===== src/logic/bev_pkg.sv =====
`default_nettype none

package bev_pkg;

    localparam int ING_W = 12;
    localparam int ING_MAX = 4095;
    localparam int NUM_ING = 4;
    localparam int BOX_W = 8;

    // Cup sizes in ml
    localparam int SIZE_S_ML = 480;
    localparam int SIZE_M_ML = 720;
    localparam int SIZE_L_ML = 960;

    typedef enum logic [1:0] {make_drink, supply, check_date} action_t;

    typedef enum logic [2:0] {
        black_tea,
        milk_tea,
        extra_milk_tea,
        green_tea,
        green_milk_tea,
        pineapple_juice,
        super_pineapple_tea,
        super_pineapple_milk_tea
    } bev_type_t;

    typedef enum logic [1:0] {size_s, size_m, size_l} bev_size_t;

    typedef enum logic [1:0] {no_err, no_exp, no_ing, ing_of} err_t;

    typedef enum logic [3:0] {
        idle,
        get_type,
        get_size,
        get_date,
        get_box,
        get_supply,
        read_box,
        judge,
        write_box
    } ctrl_state_t;

    // Lane 0 black tea, 1 green tea, 2 milk, 3 pineapple juice
    typedef logic [NUM_ING-1:0][ING_W-1:0] ing_vec_t;

    typedef struct packed {
        logic [3:0] month;
        logic [4:0] day;
    } date_t;

    typedef struct packed {
        ing_vec_t ing;
        date_t    date;
    } box_rec_t;

    typedef struct packed {
        logic             valid;
        logic             write;
        logic [BOX_W-1:0] addr;
        box_rec_t         wdata;
    } mem_req_t;

    typedef struct packed {
        logic     valid;
        box_rec_t rdata;
    } mem_rsp_t;

    typedef struct packed {
        action_t          action;
        bev_type_t        bev_type;
        bev_size_t        size;
        date_t            today;
        logic [BOX_W-1:0] box;
        ing_vec_t         supply;
    } order_t;

    // Recipe in quarters of the cup, [drink][lane]
    localparam logic [2:0] RECIPE_Q [8][NUM_ING] = '{
        '{3'd4, 3'd0, 3'd0, 3'd0},
        '{3'd3, 3'd0, 3'd1, 3'd0},
        '{3'd2, 3'd0, 3'd2, 3'd0},
        '{3'd0, 3'd4, 3'd0, 3'd0},
        '{3'd0, 3'd2, 3'd2, 3'd0},
        '{3'd0, 3'd0, 3'd0, 3'd4},
        '{3'd2, 3'd0, 3'd0, 3'd2},
        '{3'd2, 3'd0, 3'd1, 3'd1}
    };

endpackage

`default_nettype wire


===== src/logic/bev_top.sv =====
`timescale 1ns/1ps
`default_nettype none

module bev_top import bev_pkg::*; (
    input  wire logic        clk,
    input  wire logic        rst_n,
    input  wire logic        sel_action_valid,
    input  wire logic        type_valid,
    input  wire logic        size_valid,
    input  wire logic        date_valid,
    input  wire logic        box_no_valid,
    input  wire logic        box_sup_valid,
    input  wire logic [11:0] in_data,
    output logic             out_valid,
    output logic             complete,
    output err_t             err_msg,
    output mem_req_t         mem_req,
    input  mem_rsp_t         mem_rsp
);

    order_t               order;
    logic                 rd_start;
    logic                 wr_start;
    logic                 rd_done;
    box_rec_t             box_rec;
    box_rec_t             new_rec;
    ing_vec_t             operand;
    ing_vec_t             lane_res;
    logic                 add_mode;
    logic [NUM_ING-1:0]   under;
    logic [NUM_ING-1:0]   over;
    err_t                 judge_err;
    logic                 judge_complete;
    logic                 judge_write;

    order_ctrl i_order_ctrl (
        .clk              (clk),
        .rst_n            (rst_n),
        .sel_action_valid (sel_action_valid),
        .type_valid       (type_valid),
        .size_valid       (size_valid),
        .date_valid       (date_valid),
        .box_no_valid     (box_no_valid),
        .box_sup_valid    (box_sup_valid),
        .in_data          (in_data),
        .rd_done          (rd_done),
        .judge_err        (judge_err),
        .judge_complete   (judge_complete),
        .judge_write      (judge_write),
        .order            (order),
        .rd_start         (rd_start),
        .wr_start         (wr_start),
        .out_valid        (out_valid),
        .err_msg          (err_msg),
        .complete         (complete)
    );

    mem_bridge i_mem_bridge (
        .clk      (clk),
        .rst_n    (rst_n),
        .rd_start (rd_start),
        .wr_start (wr_start),
        .box      (order.box),
        .new_rec  (new_rec),
        .mem_rsp  (mem_rsp),
        .mem_req  (mem_req),
        .rd_done  (rd_done),
        .box_rec  (box_rec)
    );

    recipe_decoder i_recipe_decoder (
        .order    (order),
        .operand  (operand),
        .add_mode (add_mode)
    );

    // One lane per ingredient
    for (genvar i = 0; i < NUM_ING; i++)
    begin : g_lane
        ing_lane i_ing_lane (
            .stock    (box_rec.ing[i]),
            .operand  (operand[i]),
            .add_mode (add_mode),
            .result   (lane_res[i]),
            .under    (under[i]),
            .over     (over[i])
        );
    end

    stock_judge i_stock_judge (
        .action   (order.action),
        .today    (order.today),
        .box_rec  (box_rec),
        .result   (lane_res),
        .under    (under),
        .over     (over),
        .err      (judge_err),
        .complete (judge_complete),
        .write    (judge_write),
        .new_rec  (new_rec)
    );

endmodule

`default_nettype wire


===== src/logic/ing_lane.sv =====
`timescale 1ns/1ps
`default_nettype none

module ing_lane import bev_pkg::*; (
    input  wire logic [ING_W-1:0] stock,
    input  wire logic [ING_W-1:0] operand,
    input  wire logic             add_mode,
    output logic      [ING_W-1:0] result,
    output logic                  under,
    output logic                  over
);

    logic signed [ING_W:0] diff;
    logic        [ING_W:0] sum;

    assign diff = $signed({1'b0, stock}) - $signed({1'b0, operand});
    assign sum  = {1'b0, stock} + {1'b0, operand};

    assign under = !add_mode && (diff < 0);
    assign over  = add_mode && (sum > ING_MAX);

    // Sum clips at full stock
    always_comb
    begin
        if (!add_mode)
            result = diff[ING_W-1:0];
        else if (over)
            result = ING_W'(ING_MAX);
        else
            result = sum[ING_W-1:0];
    end

endmodule

`default_nettype wire


===== src/logic/mem_bridge.sv =====
`timescale 1ns/1ps
`default_nettype none

module mem_bridge import bev_pkg::*; (
    input  wire logic             clk,
    input  wire logic             rst_n,
    input  wire logic             rd_start,
    input  wire logic             wr_start,
    input  wire logic [BOX_W-1:0] box,
    input  box_rec_t              new_rec,
    input  mem_rsp_t              mem_rsp,
    output mem_req_t              mem_req,
    output logic                  rd_done,
    output box_rec_t              box_rec
);

    logic wr_out;
    logic rd_pend;

    // At most one request is in flight, so the write flag tells them apart
    assign rd_done = mem_rsp.valid && !wr_out;

    always_ff @(posedge clk or negedge rst_n)
    begin
        if (!rst_n)
        begin
            mem_req <= '0;
            wr_out  <= 1'b0;
            rd_pend <= 1'b0;
        end
        else
        begin
            mem_req.valid <= 1'b0;
            if (mem_rsp.valid && wr_out)
                wr_out <= 1'b0;

            if (wr_start)
            begin
                mem_req <= '{valid: 1'b1, write: 1'b1, addr: box, wdata: new_rec};
                wr_out  <= 1'b1;
            end
            else if ((rd_start || rd_pend) && !wr_out)
            begin
                mem_req.valid <= 1'b1;
                mem_req.write <= 1'b0;
                mem_req.addr  <= box;
                rd_pend       <= 1'b0;
            end
            // Read waits behind the previous write-back
            else if (rd_start)
                rd_pend <= 1'b1;
        end
    end

    always_ff @(posedge clk)
    begin
        if (rd_done)
            box_rec <= mem_rsp.rdata;
    end

endmodule

`default_nettype wire


===== src/logic/order_ctrl.sv =====
`timescale 1ns/1ps
`default_nettype none

module order_ctrl import bev_pkg::*; (
    input  wire logic        clk,
    input  wire logic        rst_n,
    input  wire logic        sel_action_valid,
    input  wire logic        type_valid,
    input  wire logic        size_valid,
    input  wire logic        date_valid,
    input  wire logic        box_no_valid,
    input  wire logic        box_sup_valid,
    input  wire logic [11:0] in_data,
    input  wire logic        rd_done,
    input  err_t             judge_err,
    input  wire logic        judge_complete,
    input  wire logic        judge_write,
    output order_t           order,
    output logic             rd_start,
    output logic             wr_start,
    output logic             out_valid,
    output err_t             err_msg,
    output logic             complete
);

    ctrl_state_t state;
    ctrl_state_t next_state;
    logic [1:0]  sup_cnt;

    always_comb
    begin
        next_state = state;
        case (state)
            idle:
            begin
                if (sel_action_valid)
                begin
                    case (action_t'(in_data[1:0]))
                        make_drink:         next_state = get_type;
                        supply, check_date: next_state = get_date;
                        default:            next_state = idle;
                    endcase
                end
            end
            get_type:
                if (type_valid) next_state = get_size;
            get_size:
                if (size_valid) next_state = get_date;
            get_date:
                if (date_valid) next_state = get_box;
            get_box:
            begin
                if (box_no_valid)
                    next_state = (order.action == supply) ? get_supply : read_box;
            end
            // Fourth amount closes the supply order
            get_supply:
                if (box_sup_valid && sup_cnt == 2'd3) next_state = read_box;
            read_box:
                if (rd_done) next_state = judge;
            judge:
                next_state = judge_write ? write_box : idle;
            write_box:
                next_state = idle;
            default:
                next_state = idle;
        endcase
    end

    assign wr_start = (state == write_box);

    always_ff @(posedge clk or negedge rst_n)
    begin
        if (!rst_n)
        begin
            state    <= idle;
            rd_start <= 1'b0;
            sup_cnt  <= 2'd0;
        end
        else
        begin
            state    <= next_state;
            rd_start <= (next_state == read_box) && (state != read_box);
            if (state == idle)
                sup_cnt <= 2'd0;
            else if (state == get_supply && box_sup_valid)
                sup_cnt <= sup_cnt + 2'd1;
        end
    end

    // Order fields
    always_ff @(posedge clk)
    begin
        if (state == idle && sel_action_valid)
            order.action <= action_t'(in_data[1:0]);
        if (state == get_type && type_valid)
            order.bev_type <= bev_type_t'(in_data[2:0]);
        if (state == get_size && size_valid)
            order.size <= bev_size_t'(in_data[1:0]);
        if (state == get_date && date_valid)
            order.today <= date_t'(in_data[8:0]);
        if (state == get_box && box_no_valid)
            order.box <= in_data[BOX_W-1:0];
        if (state == get_supply && box_sup_valid)
            order.supply[sup_cnt] <= in_data[ING_W-1:0];
    end

    // Result is held for exactly one cycle
    always_ff @(posedge clk or negedge rst_n)
    begin
        if (!rst_n)
        begin
            out_valid <= 1'b0;
            err_msg   <= no_err;
            complete  <= 1'b0;
        end
        else if (state == judge)
        begin
            out_valid <= 1'b1;
            err_msg   <= judge_err;
            complete  <= judge_complete;
        end
        else
        begin
            out_valid <= 1'b0;
            err_msg   <= no_err;
            complete  <= 1'b0;
        end
    end

endmodule

`default_nettype wire


===== src/logic/recipe_decoder.sv =====
`timescale 1ns/1ps
`default_nettype none

module recipe_decoder import bev_pkg::*; (
    input  order_t   order,
    output ing_vec_t operand,
    output logic     add_mode
);

    logic [ING_W-1:0] quarter;

    always_comb
    begin
        case (order.size)
            size_s:  quarter = ING_W'(SIZE_S_ML / 4);
            size_m:  quarter = ING_W'(SIZE_M_ML / 4);
            size_l:  quarter = ING_W'(SIZE_L_ML / 4);
            default: quarter = '0;
        endcase
    end

    assign add_mode = (order.action == supply);

    always_comb
    begin
        operand = '0;
        case (order.action)
            make_drink:
            begin
                for (int i = 0; i < NUM_ING; i++)
                    operand[i] = quarter * ING_W'(RECIPE_Q[order.bev_type][i]);
            end
            supply:
                operand = order.supply;
            // Date check leaves the stock untouched
            default:
                operand = '0;
        endcase
    end

endmodule

`default_nettype wire


===== src/logic/stock_judge.sv =====
`timescale 1ns/1ps
`default_nettype none

module stock_judge import bev_pkg::*; (
    input  action_t                  action,
    input  date_t                    today,
    input  box_rec_t                 box_rec,
    input  ing_vec_t                 result,
    input  wire logic [NUM_ING-1:0]  under,
    input  wire logic [NUM_ING-1:0]  over,
    output err_t                     err,
    output logic                     complete,
    output logic                     write,
    output box_rec_t                 new_rec
);

    logic expired;

    // Box date before today, month first
    assign expired = (box_rec.date.month < today.month) ||
                     (box_rec.date.month == today.month && box_rec.date.day < today.day);

    always_comb
    begin
        err = no_err;
        case (action)
            make_drink:
            begin
                if (expired)
                    err = no_exp;
                else if (|under)
                    err = no_ing;
            end
            supply:
                if (|over) err = ing_of;
            check_date:
                if (expired) err = no_exp;
            default:
                err = no_err;
        endcase
    end

    assign complete = (err == no_err);

    // Supply writes even when a lane saturated
    assign write = (action == supply) || (action == make_drink && err == no_err);

    assign new_rec.ing  = result;
    assign new_rec.date = (action == supply) ? today : box_rec.date;

endmodule

`default_nettype wire


===== config.mk =====
export PLATFORM = sky130hd
export DESIGN_NAME = bev_top
export DESIGN_NICKNAME = d
export VERILOG_FILES = /design/src/logic/bev_pkg.sv /design/src/logic/bev_top.sv /design/src/logic/ing_lane.sv /design/src/logic/mem_bridge.sv /design/src/logic/order_ctrl.sv /design/src/logic/recipe_decoder.sv /design/src/logic/stock_judge.sv
export SDC_FILE = /design/constraint.sdc
export NUM_CORES = 1
export LEC_CHECK = 0
export BUFFER_PORTS_ARGS = -buffer_cell sky130_fd_sc_hd__buf_2
export CELL_PAD_IN_SITES_DETAIL_PLACEMENT = 2
export CELL_PAD_IN_SITES_GLOBAL_PLACEMENT = 2
export CORE_ASPECT_RATIO = 0.9
export CORE_MARGIN = 4
export CORE_UTILIZATION = 35
export CTS_BUF_LIST = sky130_fd_sc_hd__clkbuf_16
export CTS_CLUSTER_SIZE = 8
export DETAILED_ROUTE_END_ITERATION = 10
export HOLD_SLACK_MARGIN = 0.15
export PLACE_DENSITY_LB_ADDON = 0.1
export SLEW_MARGIN = 20
export SYNTH_ARGS = -nofsm -noshare
export SYNTH_HDL_FRONTEND = slang
export SYNTH_SLANG_ARGS = --single-unit

===== constraint.sdc =====
create_clock -name clk -period 4.8 [get_ports clk]
set_input_delay 0.48 -clock clk [delete_from_list [all_inputs] [get_ports clk]]
set_output_delay 0.48 -clock clk [all_outputs]
set_load 0.01 [all_outputs]

==> results of run 1 <==
## power breakdown
group | internal [mW] | total [mW] | switching (mW)
clock | 1.16 | 2.05 | 0.892
sequential | 2.26 | 2.52 | 0.266
combinational | 1.37 | 3.18 | 1.82
total | 4.78 | 7.75 | 2.97
## state kept, by name (all words and copies together) (netlist names)
register and flops:
i_mem_bridge.box_rec 57, i_mem_bridge.mem_req 67, i_mem_bridge.rd_pend 1, i_mem_bridge.wr_out 1, i_order_ctrl.complete 1, i_order_ctrl.err_msg 2
i_order_ctrl.order 72, i_order_ctrl.out_valid 1, i_order_ctrl.rd_start 1, i_order_ctrl.state 4, i_order_ctrl.sup_cnt 2
## final cells by class
cell class	instances	area, um^2	share of cell area
inverters	130	493	0.0250
well taps	532	666	0.0338
flip-flops and latches	209	5880	0.299
clock buffers	31	776	0.0394
clock inverters	26	119	0.00604
repair buffers	406	2970	0.151
multi-input cells	1046	8780	0.446
## what timing repair did
action / 4_1_cts / 5_1_grt
setup endpoints to repair: 52 / 52
pin swaps: 32 / 115
hold buffers: 60 / 0
resized for setup: 80 / 184
setup buffers: 22 / 32
endpoints found under the hold margin: 112 / 0
cloned: 0 / 0
## synth_stat cells (all sizes together), types with 17 or more instances
cell type	instances	share of area
a21o	24	0.013
or3	17	0.0075
nand2	126	0.033
nor2	119	0.031
and2	21	0.0092
buf	22	0.0078
o21ai	54	0.020
inv	130	0.034
or2	20	0.0088
nor2b	41	0.018
nor3	41	0.015
a21oi	94	0.033
clkbuf	37	0.0098
edfxtp	129	0.27
dfrtp	80	0.14
nand2b	27	0.012
o211ai	17	0.0090
nand3	18	0.0074
a31oi	31	0.015
ha	154	0.14
fa	20	0.028
xnor2	23	0.014
## cell usage in the layout, fill, tap and decap left out, types with 27 or more instances in the layout
cell type	n
clkbuf_16	31
a21oi_1	64
dfrtp_1	80
buf_2	147
inv_1	138
nand2_1	117
a31oi_1	29
dlygate4sd3_1	60
ha_1	123
ha_4	27
nor2_1	105
edfxtp_1	129
nor3_1	31
buf_4	172
o21ai_0	31
nor2b_1	33
## routing by layer
metal | vias up | wire (um) | track usage
met3 | 56 | 1980 | 0.0283
met5 | - | 0 | 0
met2 | 261 | 30600 | 0.435
met1 | 6783 | 26500 | 0.345
met4 | 0 | 1080 | 0.0421
li1 | 5900 | - | -
## through the flow
stage                     setup WS (ns)  setup TNS [ns]  cell area, um^2  utilization  hold slack, ns
after floorplan                  0.0342               0            14200            -           0.184
after global placement           -0.221           -1.61            16600        0.417           0.455
after detailed placement         -0.395           -8.40            16600        0.417           0.470
after CTS                       -0.0836          -0.681            18600        0.468           0.176
after global routing             -0.539          -12.37            19700        0.495           0.175
final                            -0.353           -3.76            19700        0.495           0.184
## path summary, 6_finish.rpt
kind / startpoint / to / slack [ns]
max reg2reg: i_order_ctrl.order[68] / i_order_ctrl.state[3] / -0.35
min in group asynchronous: rst_n / i_mem_bridge.mem_req[13] / 0.55
max: i_order_ctrl.order[68] / i_order_ctrl.state[3] / -0.35
min reg2reg: i_order_ctrl.order[52] / i_mem_bridge.mem_req[61] / 0.48
max in group asynchronous: rst_n / i_mem_bridge.mem_req[45] / 3.19
min: in_data[9] / i_order_ctrl.order[45] / 0.18
## cells by family after synthesis
group / after synthesis / share of synthesized area
AO/OA/AOI/OAI: 345 / 0.171
XOR/XNOR: 32 / 0.0197
adder cells (fa/ha/maj): 174 / 0.163
buffers and inverters: 189 / 0.0518
flip-flops: 209 / 0.413
multiplexers: 23 / 0.0170
AND/OR/NAND/NOR: 472 / 0.164
==> flow_summary.json, run 1 <==
{
  "post-route-period-util": 1.07,
  "p_per_area_nw_per_um2": 394,
  "finalPower_mw": 7.75,
  "run_status": "finished with violations",
  "critical_path_buf_inv_count": 4,
  "failed_checks": "negative setup slack",
  "detail-route-antenna-nets": 0,
  "layout-drive-gt1-share": 0.325,
  "cap_violations": 0,
  "area_delta_synth_final_pct": 38.2,
  "dieHeight_um": 199,
  "tritoncts_buffers": 31,
  "grt_start_max_net_pins": 53,
  "worst_ep_required_time_ns": 5.30,
  "timing.slew.headroom": 0.417,
  "post-place-cells": 2215,
  "diodes": 0,
  "drt_wl_total_um": 60200,
  "postSynth.asyncResetShare": 0.383,
  "num_vias": 13000,
  "setup_repair_after_global_routing_missed_its_margin": "true",
  "cp.arrival_ns": 5.65,
  "io_buffers": 148,
  "gp_routability_congestion": 0.857,
  "fin_ws_ns": -0.353,
  "hold_class": "input port to flop",
  "post_drt_via_cell_ratio": 5.46,
  "drt_drc": 0,
  "worstSetupStartpointType": "flop",
  "post_synth_num_cell_types": 89,
  "critical-path-top-delay-family": "adder cells",
  "setup_viol_count_final": 36,
  "placementRows": 69,
  "detail_route.wl_per_cell_um": 25.3,
  "tightest_slew_ns": 0.874,
  "ys_seq_elements": 209,
  "die-area_um2": 44000,
  "syn-cell-area_um2": 14200,
  "synthCells": 1444,
  "timing.clock.skew_ns": 0.0316,
  "number_of_buffers_on_the_longest_clock_path": 3,
  "drt_first_iter_violations": 731,
  "antenna_found_initial": 5,
  "fillers": 4059,
  "postSynthNetCount": 1696,
  "stdcell_count": 2380,
  "final-hold-violation-count": 0,
  "timing.critical_path.to_type": "flop",
  "initial_utilization": 0.358,
  "fmaxAchievable_mhz": 194,
  "global_route.overflow_total": 0,
  "htree_levels": 1,
  "cellLeakagePower_nw": 8.99,
  "min_delay_path_depth": 1,
  "global_route.usage.total": 0.251,
  "clk_pin_slew_worst_paths_ns": 0.07,
  "cts_tree": "built",
  "root_buffer": "clkbuf_16",
  "synthesized_area_per_cell_um2": 9.86,
  "area_of_the_core_um2": 39800,
  "critical_path.max_stage_delay_ns": 0.54,
  "max-vdd-ir-drop_mv": 0.316,
  "number_of_enable_flip_flop_cells_after_synthesis": 129,
  "number_of_warnings_reported_in_the_yosys_synthesis_log": 0,
  "grt_pass1_vias": 14200,
  "finalWorstPathRequiredPeriod_ns": 5.15,
  "detailedRoute.firstPassIterationCount": 6,
  "number_of_sinks_handled_by_clock_tree_synthesis": 209,
  "grt_first_pass_wirelength_um": 85400,
  "list_of_cells_traversed_by_the_critical_path": "inv_2, ha_4, mux2i_4, nand2b_4, fa_1, inv_1, ha_2, fa_2, buf_4, xor2_1, nor2_1, a211o_1, ha_4, o21a_1, o21a_1, o22ai_2, o211ai_1, buf_4, o2111ai_4, or4_4, a21oi_2",
  "die_width_um": 221,
  "cpMaxStageDelayCell": "or4_4",
  "total_nets_final": 2076,
  "cp_num_cells": 21,
  "synth_seq_area_share": 0.413,
  "timing.critical_path.fanout_max": 3,
  "floorplan.io_pins": 149,
  "clock_insertion_delay_worst_skew_ns": 0.60,
  "dominantRegCellSynth": "edfxtp_1",
  "post_detail_place_hpwl_um": 39000,
  "ff2ff_path_depth": 21,
  "timing.setup.critical_path_class": "flop to flop",
  "timing_max_transition_violations_final": 0
}
(Power assumes the default switching activity.)
==> run 2: changes to the inputs <==
- MAX_ROUTING_LAYER: unset -> met4
==> run 2 against run 1 <==
The flow still finishes with violations (negative setup slack). Routed wire length is essentially flat. Core utilization grew 0.33 points. Register-to-register slack lost 0.05 ns. Global-route usage up 0.74 points. Total power barely moved. Critical path type unchanged. Largest cell class unchanged. Largest power group unchanged.
==> flow_summary.json, run 2 (synthesis gave the netlist of run 1 again) <==
{
  "run_status": "finished with violations",
  "failed_checks": "negative setup slack",
  "power_switching_share": 0.383,
  "number_of_sinks_handled_by_clock_tree_synthesis": 209,
  "fin_ws_ns": -0.405,
  "detail-route-antenna-nets": 0,
  "tritoncts_buffers": 31,
  "root_buffer": "clkbuf_16",
  "area_of_the_core_um2": 39800,
  "initial_utilization": 0.358,
  "cp.arrival_ns": 5.70,
  "dieHeight_um": 199,
  "clk_pin_slew_worst_paths_ns": 0.07,
  "setup_repair_after_global_routing_missed_its_margin": "true",
  "most-common-layout-cells": "166 x buf_4, 147 x buf_2, 136 x inv_1",
  "p_int_mw": 4.78,
  "post_detail_place_hpwl_um": 39000,
  "power.switching_mw": 2.97,
  "io_buffers": 148,
  "num_vias": 13000,
  "critical_path.reg2reg.endpoint": "i_order_ctrl.state[3]",
  "drt_first_iter_violations": 693,
  "largest_register_ff_count": 72,
  "timing_max_transition_violations_final": 0,
  "number_of_buffers_on_the_longest_clock_path": 3,
  "drt_wl_total_um": 60200,
  "global_route.usage.total": 0.258,
  "final.hold.worst_slack_ns": 0.196,
  "area_delta_synth_final_pct": 39.1,
  "placementRows": 69,
  "worstSetupStartpointType": "flop",
  "cellLeakagePower_nw": 8.99,
  "cp-endpoint": "i_order_ctrl.state[3]",
  "timing.setup.critical_path_class": "flop to flop",
  "power.sequential.fraction": 0.325,
  "grt_first_pass_wirelength_um": 85400,
  "tightest_slew_ns": 0.890,
  "fmaxAchievable_mhz": 192,
  "ff2ff_path_depth": 22,
  "grt_start_max_net_pins": 53,
  "global_route.overflow_total": 0,
  "die-area_um2": 44000,
  "largestRegisters": "i_order_ctrl.order: 72 flops, i_mem_bridge.mem_req: 67 flops, i_mem_bridge.box_rec: 57 flops",
  "largest-register": "i_order_ctrl.order",
  "final-hold-violation-count": 0,
  "floorplan.io_pins": 149,
  "timing.clock.skew_ns": 0.0272,
  "layout.cells.most_common": "buf_4",
  "clock_insertion_delay_worst_skew_ns": 0.60,
  "post_drt_via_cell_ratio": 5.47,
  "grt_pass1_vias": 14100,
  "timing.critical_path.fanout_max": 4,
  "total_nets_final": 2074,
  "max-vdd-ir-drop_mv": 0.318,
  "cap_violations": 0,
  "comb_power_share": 0.411,
  "timing.critical_path.to_type": "flop",
  "detail_route.wl_per_cell_um": 25.3,
  "gp_routability_congestion": 0.871,
  "drt_drc": 0,
  "worst_ep_required_time_ns": 5.30,
  "cts_tree": "built",
  "setup_viol_count_final": 39,
  "cp-startpoint": "i_order_ctrl.order[68]",
  "timing.slew.headroom": 0.407,
  "antenna_found_initial": 4,
  "die_width_um": 221,
  "diodes": 0,
  "finalPower_mw": 7.76,
  "ff2ff_setup_slack_ns": -0.40,
  "hold_class": "input port to flop",
  "rr_startpoint": "i_order_ctrl.order[68]",
  "post-route-period-util": 1.08,
  "clock_power_share": 0.263,
  "layout-drive-gt1-share": 0.332,
  "p_per_area_nw_per_um2": 392,
  "finalWorstPathRequiredPeriod_ns": 5.20,
  "htree_levels": 1,
  "detailedRoute.firstPassIterationCount": 5
}
## run 2: cell count changes in the layout (fill, tap and decap cells not counted), sizes merged
cell / previous run / this run
buf: 346 / 344
## run 2: how the worst min path moves through the flow
| stage | from | endpoint | slack [ns] | depth (start not counted) |
|---|---|---|---|---|
| floorplan | rst_n | i_mem_bridge.mem_req[0] | 0.18 | 0 |
| global placement | i_mem_bridge.mem_req[22] | i_mem_bridge.mem_req[22] | 0.46 | 2 |
| detailed placement | i_order_ctrl.order[54] | i_mem_bridge.mem_req[63] | 0.47 | 1 |
| CTS | in_data[9] | i_order_ctrl.order[45] | 0.18 | 1 |
| global route | in_data[9] | i_order_ctrl.order[45] | 0.18 | 1 |
| finish | in_data[9] | i_order_ctrl.order[45] | 0.20 | 1 |
## run 2: power groups by stage
stage	combinational (mW)	sequential, mW	clock, mW
5_1_grt	3.46	2.56	2.16
3_5_place_dp	2.62	2.54	0
4_1_cts	2.80	2.51	2.07
6_report	3.19	2.52	2.04
2_1_floorplan	1.42	2.56	0
3_3_place_gp	2.52	2.52	0
## run 2: area by class of cell
| type | instances | area (um^2) |
|---|---|---|
| fillers | 4046 | 20000 |
| multi-input cells | 1046 | 8920 |
| flip-flops and latches | 209 | 5880 |
| repair buffers | 404 | 2960 |
| clock buffers | 31 | 776 |
| well taps | 532 | 666 |
| inverters | 130 | 493 |
| clock inverters | 26 | 119 |
## run 2: layer usage
layer / wire (um) / GRT usage
met1: 26500 / 0.344
met2: 30600 / 0.436
met3: 1840 / 0.0281
met4: 1210 / 0.0421
met5: 0 / -
## run 2: worst max-delay path, stage by stage, from the launching register on
cell and delay [ns]:
edfxtp_1 0.46, inv_2 0.13, buf_4 0.12, ha_4 0.16
buf_4 0.14, nand3_1 0.10, fa_1 0.54, inv_2 0.07
ha_4 0.18, fa_2 0.41, a21oi_2 0.17, nor2_1 0.07
o21a_1 0.20, or3_1 0.32, a21o_1 0.21, ha_4 0.28
nor2_2 0.05, nor2_4 0.11, o2111ai_4 0.14, a211oi_4 0.32
o2111ai_4 0.17, or4_4 0.53, a21oi_2 0.19
## run 2: what timing repair did
action,4_1_cts,5_1_grt
setup endpoints to repair,52,52
cloned,0,0
buffers inserted,22,32
hold buffers,60,0
pin swaps,32,114
resized for setup,80,208
endpoints found under the hold margin,112,0
## run 2: per-stage QoR
step	instance area, um^2	instances	util	setup TNS, ns	setup WS, ns
floorplan	14200	1444	-	0	0.0342
global placement	16600	2215	0.417	-1.61	-0.221
detailed placement	16600	2215	0.417	-8.40	-0.395
CTS	18600	2354	0.468	-0.681	-0.0836
global route	19800	2378	0.498	-12.33	-0.579
finish	19800	2378	0.498	-3.83	-0.405
